==> src/common/mboxTypesPkg.sv <==
package mboxTypesPkg;

  // Physical page, word within a quad, and per-word request mask
  typedef logic [6:0] pageAdrT;
  typedef logic [1:0] wordAdrT;
  typedef logic [3:0] rqMaskT;

  // Request as presented by the cache side
  typedef struct packed {
    pageAdrT page;
    wordAdrT word;
    rqMaskT  mask;
    logic    read;
    logic    write;
  } cacheRqT;

  // Request as driven to memory
  typedef struct packed {
    logic    startA;
    logic    startB;
    pageAdrT page;
    wordAdrT word;
    rqMaskT  mask;
    logic    read;
    logic    write;
    // Odd parity over page, word, mask and flags
    logic    adrPar;
  } memRqT;

endpackage

==> src/common/mboxCtlPkg.sv <==
package mboxCtlPkg;

  // Words in a quad
  localparam int rqWidth = 4;

  // Cycles from memory data-valid to core data-valid
  localparam int dataValDelay = 2;

  typedef logic [2:0] diagSelT;
  typedef logic [7:0] diagWordT;

  // Diagnostic read codes, the rest read zero
  localparam diagSelT diagStatus = 3'd0;
  localparam diagSelT diagAdr    = 3'd1;
  localparam diagSelT diagRq     = 3'd2;

  typedef struct packed {
    logic               phaseA;
    // Bit 1 is start A, bit 0 is start B
    logic [1:0]         memStart;
    logic               busy;
    logic               lastAcknSeen;
    logic [rqWidth-1:0] mask;
    logic               coreDataValid;
  } startStatusT;

endpackage

==> src/memStart/memStartCtl.sv <==
`timescale 1ns/1ps
module memStartCtl (
  input  logic                    clk,
  input  logic                    arstN,
  input  mboxTypesPkg::cacheRqT   cacheRq,
  input  logic                    rqValid,
  input  logic                    memAckn,
  input  logic                    memDataValid,
  output mboxCtlPkg::startStatusT startStatus
);
  import mboxCtlPkg::*;

  logic                    phaseA;
  logic                    startA;
  logic                    startB;
  logic                    busy;
  logic                    accept;
  logic                    acknTaken;
  logic                    lastAckn;
  logic                    lastAcknSeen;
  logic                    startClr;
  logic [rqWidth-1:0]      maskHold;
  logic [rqWidth-1:0]      rqLeft;
  logic [rqWidth-1:0]      rqLeftNext;
  logic [dataValDelay-1:0] dvPipe;

  assign busy   = startA | startB;
  assign accept = rqValid & ~busy;

  // Each acknowledge retires the lowest word still pending
  assign rqLeftNext = rqLeft & (rqLeft - 1'b1);
  assign acknTaken  = memAckn & busy & ~lastAcknSeen & (rqLeft != '0);
  assign lastAckn   = acknTaken & (rqLeftNext == '0);

  // Start drops one edge after the last word is acknowledged
  assign startClr = busy & lastAcknSeen;

  // Free-running A/B phase, A first out of reset
  always_ff @(posedge clk or negedge arstN) begin
    if (!arstN) begin
      phaseA <= 1'b1;
    end else begin
      phaseA <= ~phaseA;
    end
  end

  // Start lands on whichever phase is coming
  always_ff @(posedge clk or negedge arstN) begin
    if (!arstN) begin
      startA <= 1'b0;
      startB <= 1'b0;
    end else if (accept) begin
      startA <= ~phaseA;
      startB <= phaseA;
    end else if (startClr) begin
      startA <= 1'b0;
      startB <= 1'b0;
    end
  end

  always_ff @(posedge clk or negedge arstN) begin
    if (!arstN) begin
      maskHold <= '0;
      rqLeft   <= '0;
    end else if (accept) begin
      maskHold <= cacheRq.mask;
      rqLeft   <= cacheRq.mask;
    end else if (acknTaken) begin
      rqLeft <= rqLeftNext;
    end
  end

  always_ff @(posedge clk or negedge arstN) begin
    if (!arstN) begin
      lastAcknSeen <= 1'b0;
    end else if (startClr) begin
      lastAcknSeen <= 1'b0;
    end else if (lastAckn) begin
      lastAcknSeen <= 1'b1;
    end
  end

  // Data-valid delay line, pulses may overlap
  always_ff @(posedge clk or negedge arstN) begin
    if (!arstN) begin
      dvPipe <= '0;
    end else begin
      dvPipe <= {dvPipe[dataValDelay-2:0], memDataValid};
    end
  end

  always_comb begin
    startStatus.phaseA        = phaseA;
    startStatus.memStart      = {startA, startB};
    startStatus.busy          = busy;
    startStatus.lastAcknSeen  = lastAcknSeen;
    startStatus.mask          = maskHold;
    startStatus.coreDataValid = dvPipe[dataValDelay-1];
  end

endmodule

==> src/source/cacheAdrPath.sv <==
`timescale 1ns/1ps
module cacheAdrPath (
  input  logic                  clk,
  input  logic                  arstN,
  input  mboxTypesPkg::cacheRqT cacheRq,
  input  logic                  rqValid,
  input  logic                  busy,
  input  logic                  refillHold,
  input  logic                  refillAdrEn,
  output mboxTypesPkg::pageAdrT pageHold,
  output mboxTypesPkg::wordAdrT wordHold,
  output mboxTypesPkg::pageAdrT cacheAdr,
  output logic                  writeOk
);
  import mboxTypesPkg::*;

  logic    accept;
  pageAdrT refillPage;
  logic    pageDiffers;

  assign accept = rqValid & ~busy;

  // Request address hold for the memory side
  always_ff @(posedge clk or negedge arstN) begin
    if (!arstN) begin
      pageHold <= '0;
      wordHold <= '0;
    end else if (accept) begin
      pageHold <= cacheRq.page;
      wordHold <= cacheRq.word;
    end
  end

  // Page held across a refill
  always_ff @(posedge clk or negedge arstN) begin
    if (!arstN) begin
      refillPage <= '0;
    end else if (refillHold) begin
      refillPage <= cacheRq.page;
    end
  end

  // Refill cycles address the cache with the held page
  assign cacheAdr = refillAdrEn ? refillPage : cacheRq.page;

  // A write to the page being refilled must wait
  assign pageDiffers = (cacheRq.page != refillPage);
  assign writeOk     = ~refillHold | pageDiffers;

endmodule

==> src/source/mboxCombiner.sv <==
`timescale 1ns/1ps
module mboxCombiner (
  input  logic                    clk,
  input  logic                    arstN,
  input  mboxCtlPkg::startStatusT startStatus,
  input  mboxTypesPkg::pageAdrT   pageHold,
  input  mboxTypesPkg::wordAdrT   wordHold,
  input  mboxTypesPkg::cacheRqT   cacheRq,
  input  logic                    rqValid,
  input  logic                    forceBadPar,
  input  mboxCtlPkg::diagSelT     diagSel,
  output mboxTypesPkg::memRqT     memRq,
  output mboxCtlPkg::diagWordT    diagWord
);
  import mboxCtlPkg::*;

  logic accept;
  logic forceHold;
  logic rdHold;
  logic wrHold;
  logic adrPar;

  assign accept = rqValid & ~startStatus.busy;

  always_ff @(posedge clk or negedge arstN) begin
    if (!arstN) begin
      forceHold <= 1'b0;
      rdHold    <= 1'b0;
      wrHold    <= 1'b0;
    end else if (accept) begin
      forceHold <= forceBadPar;
      rdHold    <= cacheRq.read;
      wrHold    <= cacheRq.write;
    end
  end

  // Odd parity, flipped for the bad-parity diagnostic
  assign adrPar = ~(^{pageHold, wordHold, startStatus.mask, rdHold, wrHold}) ^ forceHold;

  always_comb begin
    memRq.startA = startStatus.memStart[1];
    memRq.startB = startStatus.memStart[0];
    memRq.page   = pageHold;
    memRq.word   = wordHold;
    memRq.mask   = startStatus.mask;
    memRq.read   = rdHold;
    memRq.write  = wrHold;
    memRq.adrPar = adrPar;
  end

  always_comb begin
    case (diagSel)
      diagStatus: diagWord = {startStatus.phaseA, startStatus.memStart, startStatus.busy,
                              startStatus.lastAcknSeen, startStatus.coreDataValid,
                              forceHold, adrPar};
      diagAdr:    diagWord = {1'b0, pageHold};
      diagRq:     diagWord = {startStatus.mask, wordHold, rdHold, wrHold};
      default:    diagWord = '0;
    endcase
  end

endmodule

==> src/source/mboxCtl.sv <==
`timescale 1ns/1ps
module mboxCtl (
  input  logic                   clk,
  input  logic                   arstN,
  input  mboxTypesPkg::cacheRqT  cacheRq,
  input  logic                   rqValid,
  input  logic                   forceBadPar,
  input  logic                   refillHold,
  input  logic                   refillAdrEn,
  input  logic                   memAckn,
  input  logic                   memDataValid,
  input  mboxCtlPkg::diagSelT    diagSel,
  output logic                   busy,
  output mboxTypesPkg::memRqT    memRq,
  output mboxTypesPkg::pageAdrT  cacheAdr,
  output logic                   writeOk,
  output logic                   coreDataValid,
  output mboxCtlPkg::diagWordT   diagWord
);
  import mboxTypesPkg::*;
  import mboxCtlPkg::*;

  startStatusT startStatus;
  pageAdrT     pageHold;
  wordAdrT     wordHold;

  memStartCtl uMemStart (
    .clk          (clk),
    .arstN        (arstN),
    .cacheRq      (cacheRq),
    .rqValid      (rqValid),
    .memAckn      (memAckn),
    .memDataValid (memDataValid),
    .startStatus  (startStatus)
  );

  cacheAdrPath uAdrPath (
    .clk         (clk),
    .arstN       (arstN),
    .cacheRq     (cacheRq),
    .rqValid     (rqValid),
    .busy        (startStatus.busy),
    .refillHold  (refillHold),
    .refillAdrEn (refillAdrEn),
    .pageHold    (pageHold),
    .wordHold    (wordHold),
    .cacheAdr    (cacheAdr),
    .writeOk     (writeOk)
  );

  mboxCombiner uCombiner (
    .clk         (clk),
    .arstN       (arstN),
    .startStatus (startStatus),
    .pageHold    (pageHold),
    .wordHold    (wordHold),
    .cacheRq     (cacheRq),
    .rqValid     (rqValid),
    .forceBadPar (forceBadPar),
    .diagSel     (diagSel),
    .memRq       (memRq),
    .diagWord    (diagWord)
  );

  assign busy          = startStatus.busy;
  assign coreDataValid = startStatus.coreDataValid;

endmodule

==> config.mk <==
export PLATFORM = sky130hd
export DESIGN_NAME = mboxCtl
export DESIGN_NICKNAME = d
export VERILOG_FILES = /design/src/common/mboxTypesPkg.sv /design/src/common/mboxCtlPkg.sv /design/src/memStart/memStartCtl.sv /design/src/source/cacheAdrPath.sv /design/src/source/mboxCombiner.sv /design/src/source/mboxCtl.sv
export SDC_FILE = /design/constraint.sdc
export NUM_CORES = 1
export LEC_CHECK = 0
export ABC_CLOCK_PERIOD_IN_PS = 1500
export BUFFER_PORTS_ARGS = -buffer_cell sky130_fd_sc_hd__buf_4
export CAP_MARGIN = 20
export CORE_ASPECT_RATIO = 0.6
export CORE_UTILIZATION = 45
export CTS_CLUSTER_DIAMETER = 100
export CTS_CLUSTER_SIZE = 12
export DETAILED_ROUTE_END_ITERATION = 10
export GPL_ROUTABILITY_DRIVEN = 0
export GPL_TIMING_DRIVEN = 0
export PLACE_DENSITY = 0.82
export SLEW_MARGIN = 20
export SYNTH_ARGS = -nofsm -noshare
export SYNTH_HDL_FRONTEND = slang
export SYNTH_SLANG_ARGS = --single-unit
==> constraint.sdc <==
create_clock -name clk -period 1.5 [get_ports clk]
set_input_delay 0.3 -clock clk [delete_from_list [all_inputs] [get_ports clk]]
set_output_delay 0.3 -clock clk [all_outputs]
set_load 0.05 [all_outputs]
==> impl_metrics.toml, run 1 <==
[die]
die_h_um = 50.6
die_w_um = 83.0
coreArea_mm2 = 0.00372
rows = 17
initial_core_util_pct = 47.6
io_pins = 62
die_area_mm2 = 0.00420

[timing]
layout_setup_ws_ns = -0.647
setup_viol = 14
rsz0062_at_grt = "yes"
final_hold_viol_count = 0
fmax_ghz = 0.466
skew_ns = 0.00824
fin_crit_ns = 2.15
worstMarginPinSlew_ns = 0.559
period_share_pct = 143
slew_violations = 0
relSlewSlack_pct = 62.7
whs_ns = 0.0949

[detailed_routing]
antenna_left = 0
wl_per_cell_um = 18.0
dr.pass1.iters = 4
via_per_inst = 5.29
drt-initial-drc-count = 117
route.detailed.drc = 0
vias = 1720
routed_wl_um = 5840

[synth]
synth_top_cell_by_area = "dfrtp_1"
ys.flop_type = "dfrtp_1"
synth.avg_cell_area_um2 = 9.17
syn-num-nets = 219
netlist_area_mm2 = 0.00177
yosysTopAreaCellShare_pct = 45.2
netlist_top_cells_area = "dfrtp_1, nand2_1, mux2_2"
ys_warn_count = 0
async_reset_ff_share_pct = 100
netlist_instances = 193
synth_seq_area_share_pct = 46.7
ys_types = 29
ys_seq_elements = 33
synth-edff-count = 0

[finish]
mostFrequentLayoutCells = "nand2_1, buf_4, buf_6"
final_area_mm2 = 0.00294
drive_gt1_share_pct = 57.2
fin_util_pct = 78.9
area_delta_synth_final_pct = 65.8
layout_commonest_cell = "nand2_1"
nets = 303
antennaDiodeCount = 0

[grt]
grt_pass1_wl_um = 8780
grt_use_total_pct = 28.0
grt_pass1_vias = 1716
grt_max_degree = 34
antenna_found_initial = 0
grt_overflow = 0

[clock_network]
clk_pin_slew_ns = 0.08
cts_buffer_depth = 2
cts_htree_levels = 2
cts_made_buffers = 5
cts_sinks = 33
cts_tree = "yes"
clk_latency_ns = 0.30
clock_tree.root_cell = "clkbuf_8"

[critical_path]
crit_type = "flop to output pin"
setup.worst_path.end_class = "output pin"
crit_fanout = 3
critical_path_arrival_ns = 1.85
critPathLaunchType = "flop"
critPathRequiredTime_ns = 1.20

[placed_design]
dp_slack_ns = -0.394
hpwl_um = 3410
placed_cell_area_mm2 = 0.00234
portBuffers = 57

[run_status]
status = "finished with violations"
violations = "setup timing"

[job]
cap_violations = 0

[hold_path]
hold_class = "primary input to flop"
==> registers in the layout, indices dropped and copies added, names as in the netlist <==
signal and cells:
uMemStart.maskHold 4, uCombiner.rdHold 1, uMemStart.phaseA 1, uMemStart.lastAcknSeen 1, uMemStart.rqLeft 4, uMemStart.startA 1, uAdrPath.wordHold 2, uAdrPath.refillPage 7
uAdrPath.pageHold 7, uMemStart.startB 1, uMemStart.dvPipe 2, uCombiner.forceHold 1, uCombiner.wrHold 1
==> per-layer routing <==
metal,global-route usage [%],up-vias,routed length [um]
met5,0,-,0
met4,11.8,0,85
met3,5.76,9,455
met2,43.9,73,2780
met1,38.3,843,2520
li1,-,795,-
==> repair_timing <==
action                                  CTS  global route
endpoints found under the setup margin   28            20
hold buffers                              1             0
resized for setup                        51            31
endpoints found under the hold margin    32             0
pin swaps                                13            15
buffers inserted                         17             5
==> metrics by stage <==
stage / setup TNS, ns / std cells
2_1_floorplan: -0.900 / 193
3_3_place_gp: -2.03 / 297
3_5_place_dp: -2.43 / 297
4_1_cts: -4.18 / 323
5_1_grt: -4.90 / 325
6_report: -4.29 / 325
==> cell families after synthesis <==
family                    after synthesis  share of synthesized area (%)
and+or+nand+nor                        81                           18.6
xor gates and xnor gates               23                           11.4
AOI/OAI and AO/OA                      17                           5.65
muxes                                  20                           12.3
buffers and inverters                  19                           5.37
DFF                                    33                           46.7
==> layout make-up <==
| class | instances | area, um2 |
|---|---|---|
| well taps | 47 | 58.8 |
| repair buffers | 78 | 749 |
| fillers | 230 | 787 |
| flip-flops and latches | 33 | 846 |
| inverters | 5 | 18.8 |
| multi-input cells | 141 | 1070 |
| plain buffers | 13 | 81.3 |
| clock inverters | 3 | 46.3 |
| clock buffers | 5 | 68.8 |
==> cells in the mapped netlist, types with 2 or more instances <==
library cell	number
nand2_1	55
dfrtp_1	32
nor2_1	16
mux2_2	14
xnor2_1	14
xor2_1	9
a21oi_1	6
mux2i_1	6
buf_4	5
inv_1	5
o21ai_0	5
clkbuf_1	4
buf_2	3
nor3_1	2
nor4_1	2
o22ai_1	2
==> path summary, 6_finish.rpt <==
| check | start | end | slack (ns) | cells past startpoint |
|---|---|---|---|---|
| max in group asynchronous | arstN | uMemStart.phaseA | 0.69 | 2 |
| worst min-delay path | memDataValid | uMemStart.dvPipe[0] | 0.09 | 1 |
| min in group asynchronous | arstN | uAdrPath.refillPage[1] | 0.48 | 2 |
| worst max register to register | uMemStart.startA | uAdrPath.pageHold[3] | 0.04 | 6 |
| worst max-delay path | uCombiner.forceHold | diagWord[0] | -0.65 | 6 |
| worst min register to register | uMemStart.dvPipe[0] | uMemStart.dvPipe[1] | 0.38 | 0 |
==> critical path, cell delays in order (launching register included) <==
cell,delay [ns]
dfrtp_1,0.42
xor2_1,0.24
xnor2_1,0.13
xnor2_1,0.26
xnor2_2,0.19
o2bb2ai_4,0.15
buf_8,0.16
Power of run 1 is left out: the tool's default activity adds up to more than one toggle a clock period on the data nets, which glitch-free logic cannot reach.
==> run 2: changes to the inputs <==
--- a/config.mk
+++ b/config.mk
@@ -5,7 +5,7 @@
 export SDC_FILE = /design/constraint.sdc
 export NUM_CORES = 1
 export LEC_CHECK = 0
-export ABC_CLOCK_PERIOD_IN_PS = 1500
+export ABC_CLOCK_PERIOD_IN_PS = 1800
 export BUFFER_PORTS_ARGS = -buffer_cell sky130_fd_sc_hd__buf_4
 export CAP_MARGIN = 20
 export CORE_ASPECT_RATIO = 0.6
@@ -16,6 +16,7 @@
 export GPL_ROUTABILITY_DRIVEN = 0
 export GPL_TIMING_DRIVEN = 0
 export PLACE_DENSITY = 0.82
+export SETUP_SLACK_MARGIN = 0.3
 export SLEW_MARGIN = 20
 export SYNTH_ARGS = -nofsm -noshare
 export SYNTH_HDL_FRONTEND = slang
==> constraint.sdc (replaced) <==
create_clock -name clk -period 1.8 [get_ports clk]
set_input_delay 0.36 -clock clk [delete_from_list [all_inputs] [get_ports clk]]
set_output_delay 0.36 -clock clk [all_outputs]
set_load 0.05 [all_outputs]
==> run 2 against run 1 <==
The run still ends with setup timing left. Non-clock buffer count grew 4. Utilization increased by 2.6 points. Clock skew about the same. Sequential cell count unchanged. First-iteration DRC count rose by 15%. Worst hold slack worse by 0.088 ns. Global-route usage increased by 1.1 points. Worst setup slack better by 0.21 ns. Wire length up 12%. Count of clock-buffer cells in the layout stayed put. Via count rose by 7.4%. Register-to-register slack improved by 0.30 ns.
==> impl_metrics.toml, run 2 (synthesized netlist as in run 1, its figures left out) <==
[run_status]
status = "finished with violations"
violations = "setup timing"

[critical_path]
cpMaxStageDelayCell = "dfrtp_2"
worstPathCellList = "xnor2_2 > xnor2_1 > xnor2_2 > xnor2_2 > o2bb2ai_4 > buf_6"
critical_path_arrival_ns = 1.88
critPathRequiredTime_ns = 1.44
critPathLaunchType = "flop"
slowest_delay_ns = 0.45
setup.worst_path.end_class = "output pin"
path_common_cell = "xnor2_2"
path_buf_inv = 1
crit_fanout = 2
crit_type = "flop to output pin"
critPathTopFamily = "XOR/XNOR gates"

[finish]
fillers = 181
nets = 307
mostFrequentLayoutCells = "nand2_1, buf_4, buf_6"
top_regs = "uAdrPath.pageHold (7), uAdrPath.refillPage (7)"
area_delta_synth_final_pct = 71.2
drive_gt1_share_pct = 59.6
multi_input_area_mm2 = 0.00108
fin_util_pct = 81.4
antennaDiodeCount = 0
fin_cells = 329
layout_commonest_cell = "nand2_1"
seq_area_um2 = 850

[detailed_routing]
dr.pass1.iters = 4
via_per_inst = 5.61
antenna_left = 0
wl_per_cell_um = 19.8
drt-initial-drc-count = 134
route.detailed.drc = 0
routed_wl_um = 6510
vias = 1847

[timing]
fmax_ghz = 0.446
final_hold_viol_count = 0
slew_violations = 0
fin_crit_ns = 2.24
skew_ns = 0.00799
worstMarginPinSlew_ns = 0.609
setup_viol = 9
rsz0062_at_grt = "yes"
layout_setup_ws_ns = -0.442
relSlewSlack_pct = 59.4
period_share_pct = 125

[die]
coreArea_mm2 = 0.00372
rows = 17
initial_core_util_pct = 47.6
die_area_mm2 = 0.00420
io_pins = 62
die_w_um = 83.0
die_h_um = 50.6

[grt]
grt_pass1_wl_um = 9050
grt_use_total_pct = 29.2
grt_pass1_vias = 1737
antenna_found_initial = 0
grt_overflow = 0
grt_max_degree = 34

[clock_network]
cts_hold_buffers = 0
cts_tree = "yes"
cts_buffer_depth = 2
clk_pin_slew_ns = 0.08
cts_made_buffers = 5
clock_tree.root_cell = "clkbuf_8"
clk_latency_ns = 0.29
cts_htree_levels = 2
cts_sinks = 33

[placed_design]
hpwl_um = 3480
portBuffers = 57
dp_cells = 297

[hold_path]
hold_class = "primary input to asynchronous set/reset pin"

[job]
cap_violations = 0
run 2: changes by cell type in the layout (fill, tap and decap cells not counted), moves of 3 or more:
| cell | previous run | this run |
|---|---|---|
| mux2_4 | 1 | 6 |
| buf_6 | 25 | 29 |
| dfrtp_1 | 17 | 14 |
| buf_8 | 9 | 14 |
| mux2_2 | 13 | 8 |
| dfrtp_2 | 15 | 18 |
run 2: path summary, 6_finish.rpt:
| kind | cells past startpoint | slack, ns | startpoint | endpoint |
|---|---|---|---|---|
| max in group asynchronous | 1 | 1.46 | arstN | uMemStart.maskHold[1] |
| min in group clk | 1 | 0.17 | memDataValid | uMemStart.dvPipe[0] |
| worst max-delay path | 6 | -0.44 | uMemStart.maskHold[3] | diagWord[0] |
| worst min-delay path | 1 | 0.006 | arstN | uAdrPath.refillPage[1] |
| worst max register to register | 7 | 0.34 | uMemStart.startB | uAdrPath.pageHold[3] |
| worst min register to register | 0 | 0.35 | uMemStart.dvPipe[0] | uMemStart.dvPipe[1] |
run 2: cell type report:
class | count | share of cell area, %
multi-input cells | 141 | 35.5
repair buffers | 81 | 26.9
clock buffers | 5 | 2.27
clock inverters | 3 | 1.53
well taps | 47 | 1.94
flip-flops and latches | 33 | 28.0
inverters | 5 | 0.702
plain buffers | 14 | 3.18
run 2: metrics by stage:
| stage | setup TNS [ns] | setup slack [ns] | instance area (um2) | hold slack [ns] |
|---|---|---|---|---|
| finish | -2.12 | -0.442 | 3030 | 0.00638 |
| global placement | -0.290 | -0.137 | 2350 | 0.319 |
| floorplan | -0.140 | -0.0757 | 1870 | 0.0644 |
| detailed placement | -0.453 | -0.216 | 2350 | 0.325 |
| CTS | -1.47 | -0.390 | 2850 | 0.0170 |
| global route | -2.62 | -0.497 | 3030 | 0.0357 |
run 2: timing repair:
action / CTS / global route
endpoints found under the hold margin: 0 / 0
gates resized for setup: 65 / 42
setup endpoints to repair: 26 / 33
buffers inserted: 18 / 6
pin swaps: 13 / 14
run 2: routing by layer:
layer	vias up	global-route usage [%]	share of wire, %
li1	801	-	-
met1	917	39.0	41
met2	110	44.5	48
met3	19	7.57	9.2
met4	0	14.1	2.5
met5	-	0	0
run 2: worst reg2reg max path: cells and delay by family, from the launching register on:
kind	cells	cell delay, ns
buf+inv	3	0.48
simple gates	4	0.46
flops	1	0.46
Power of run 2 is left out for the same reason.
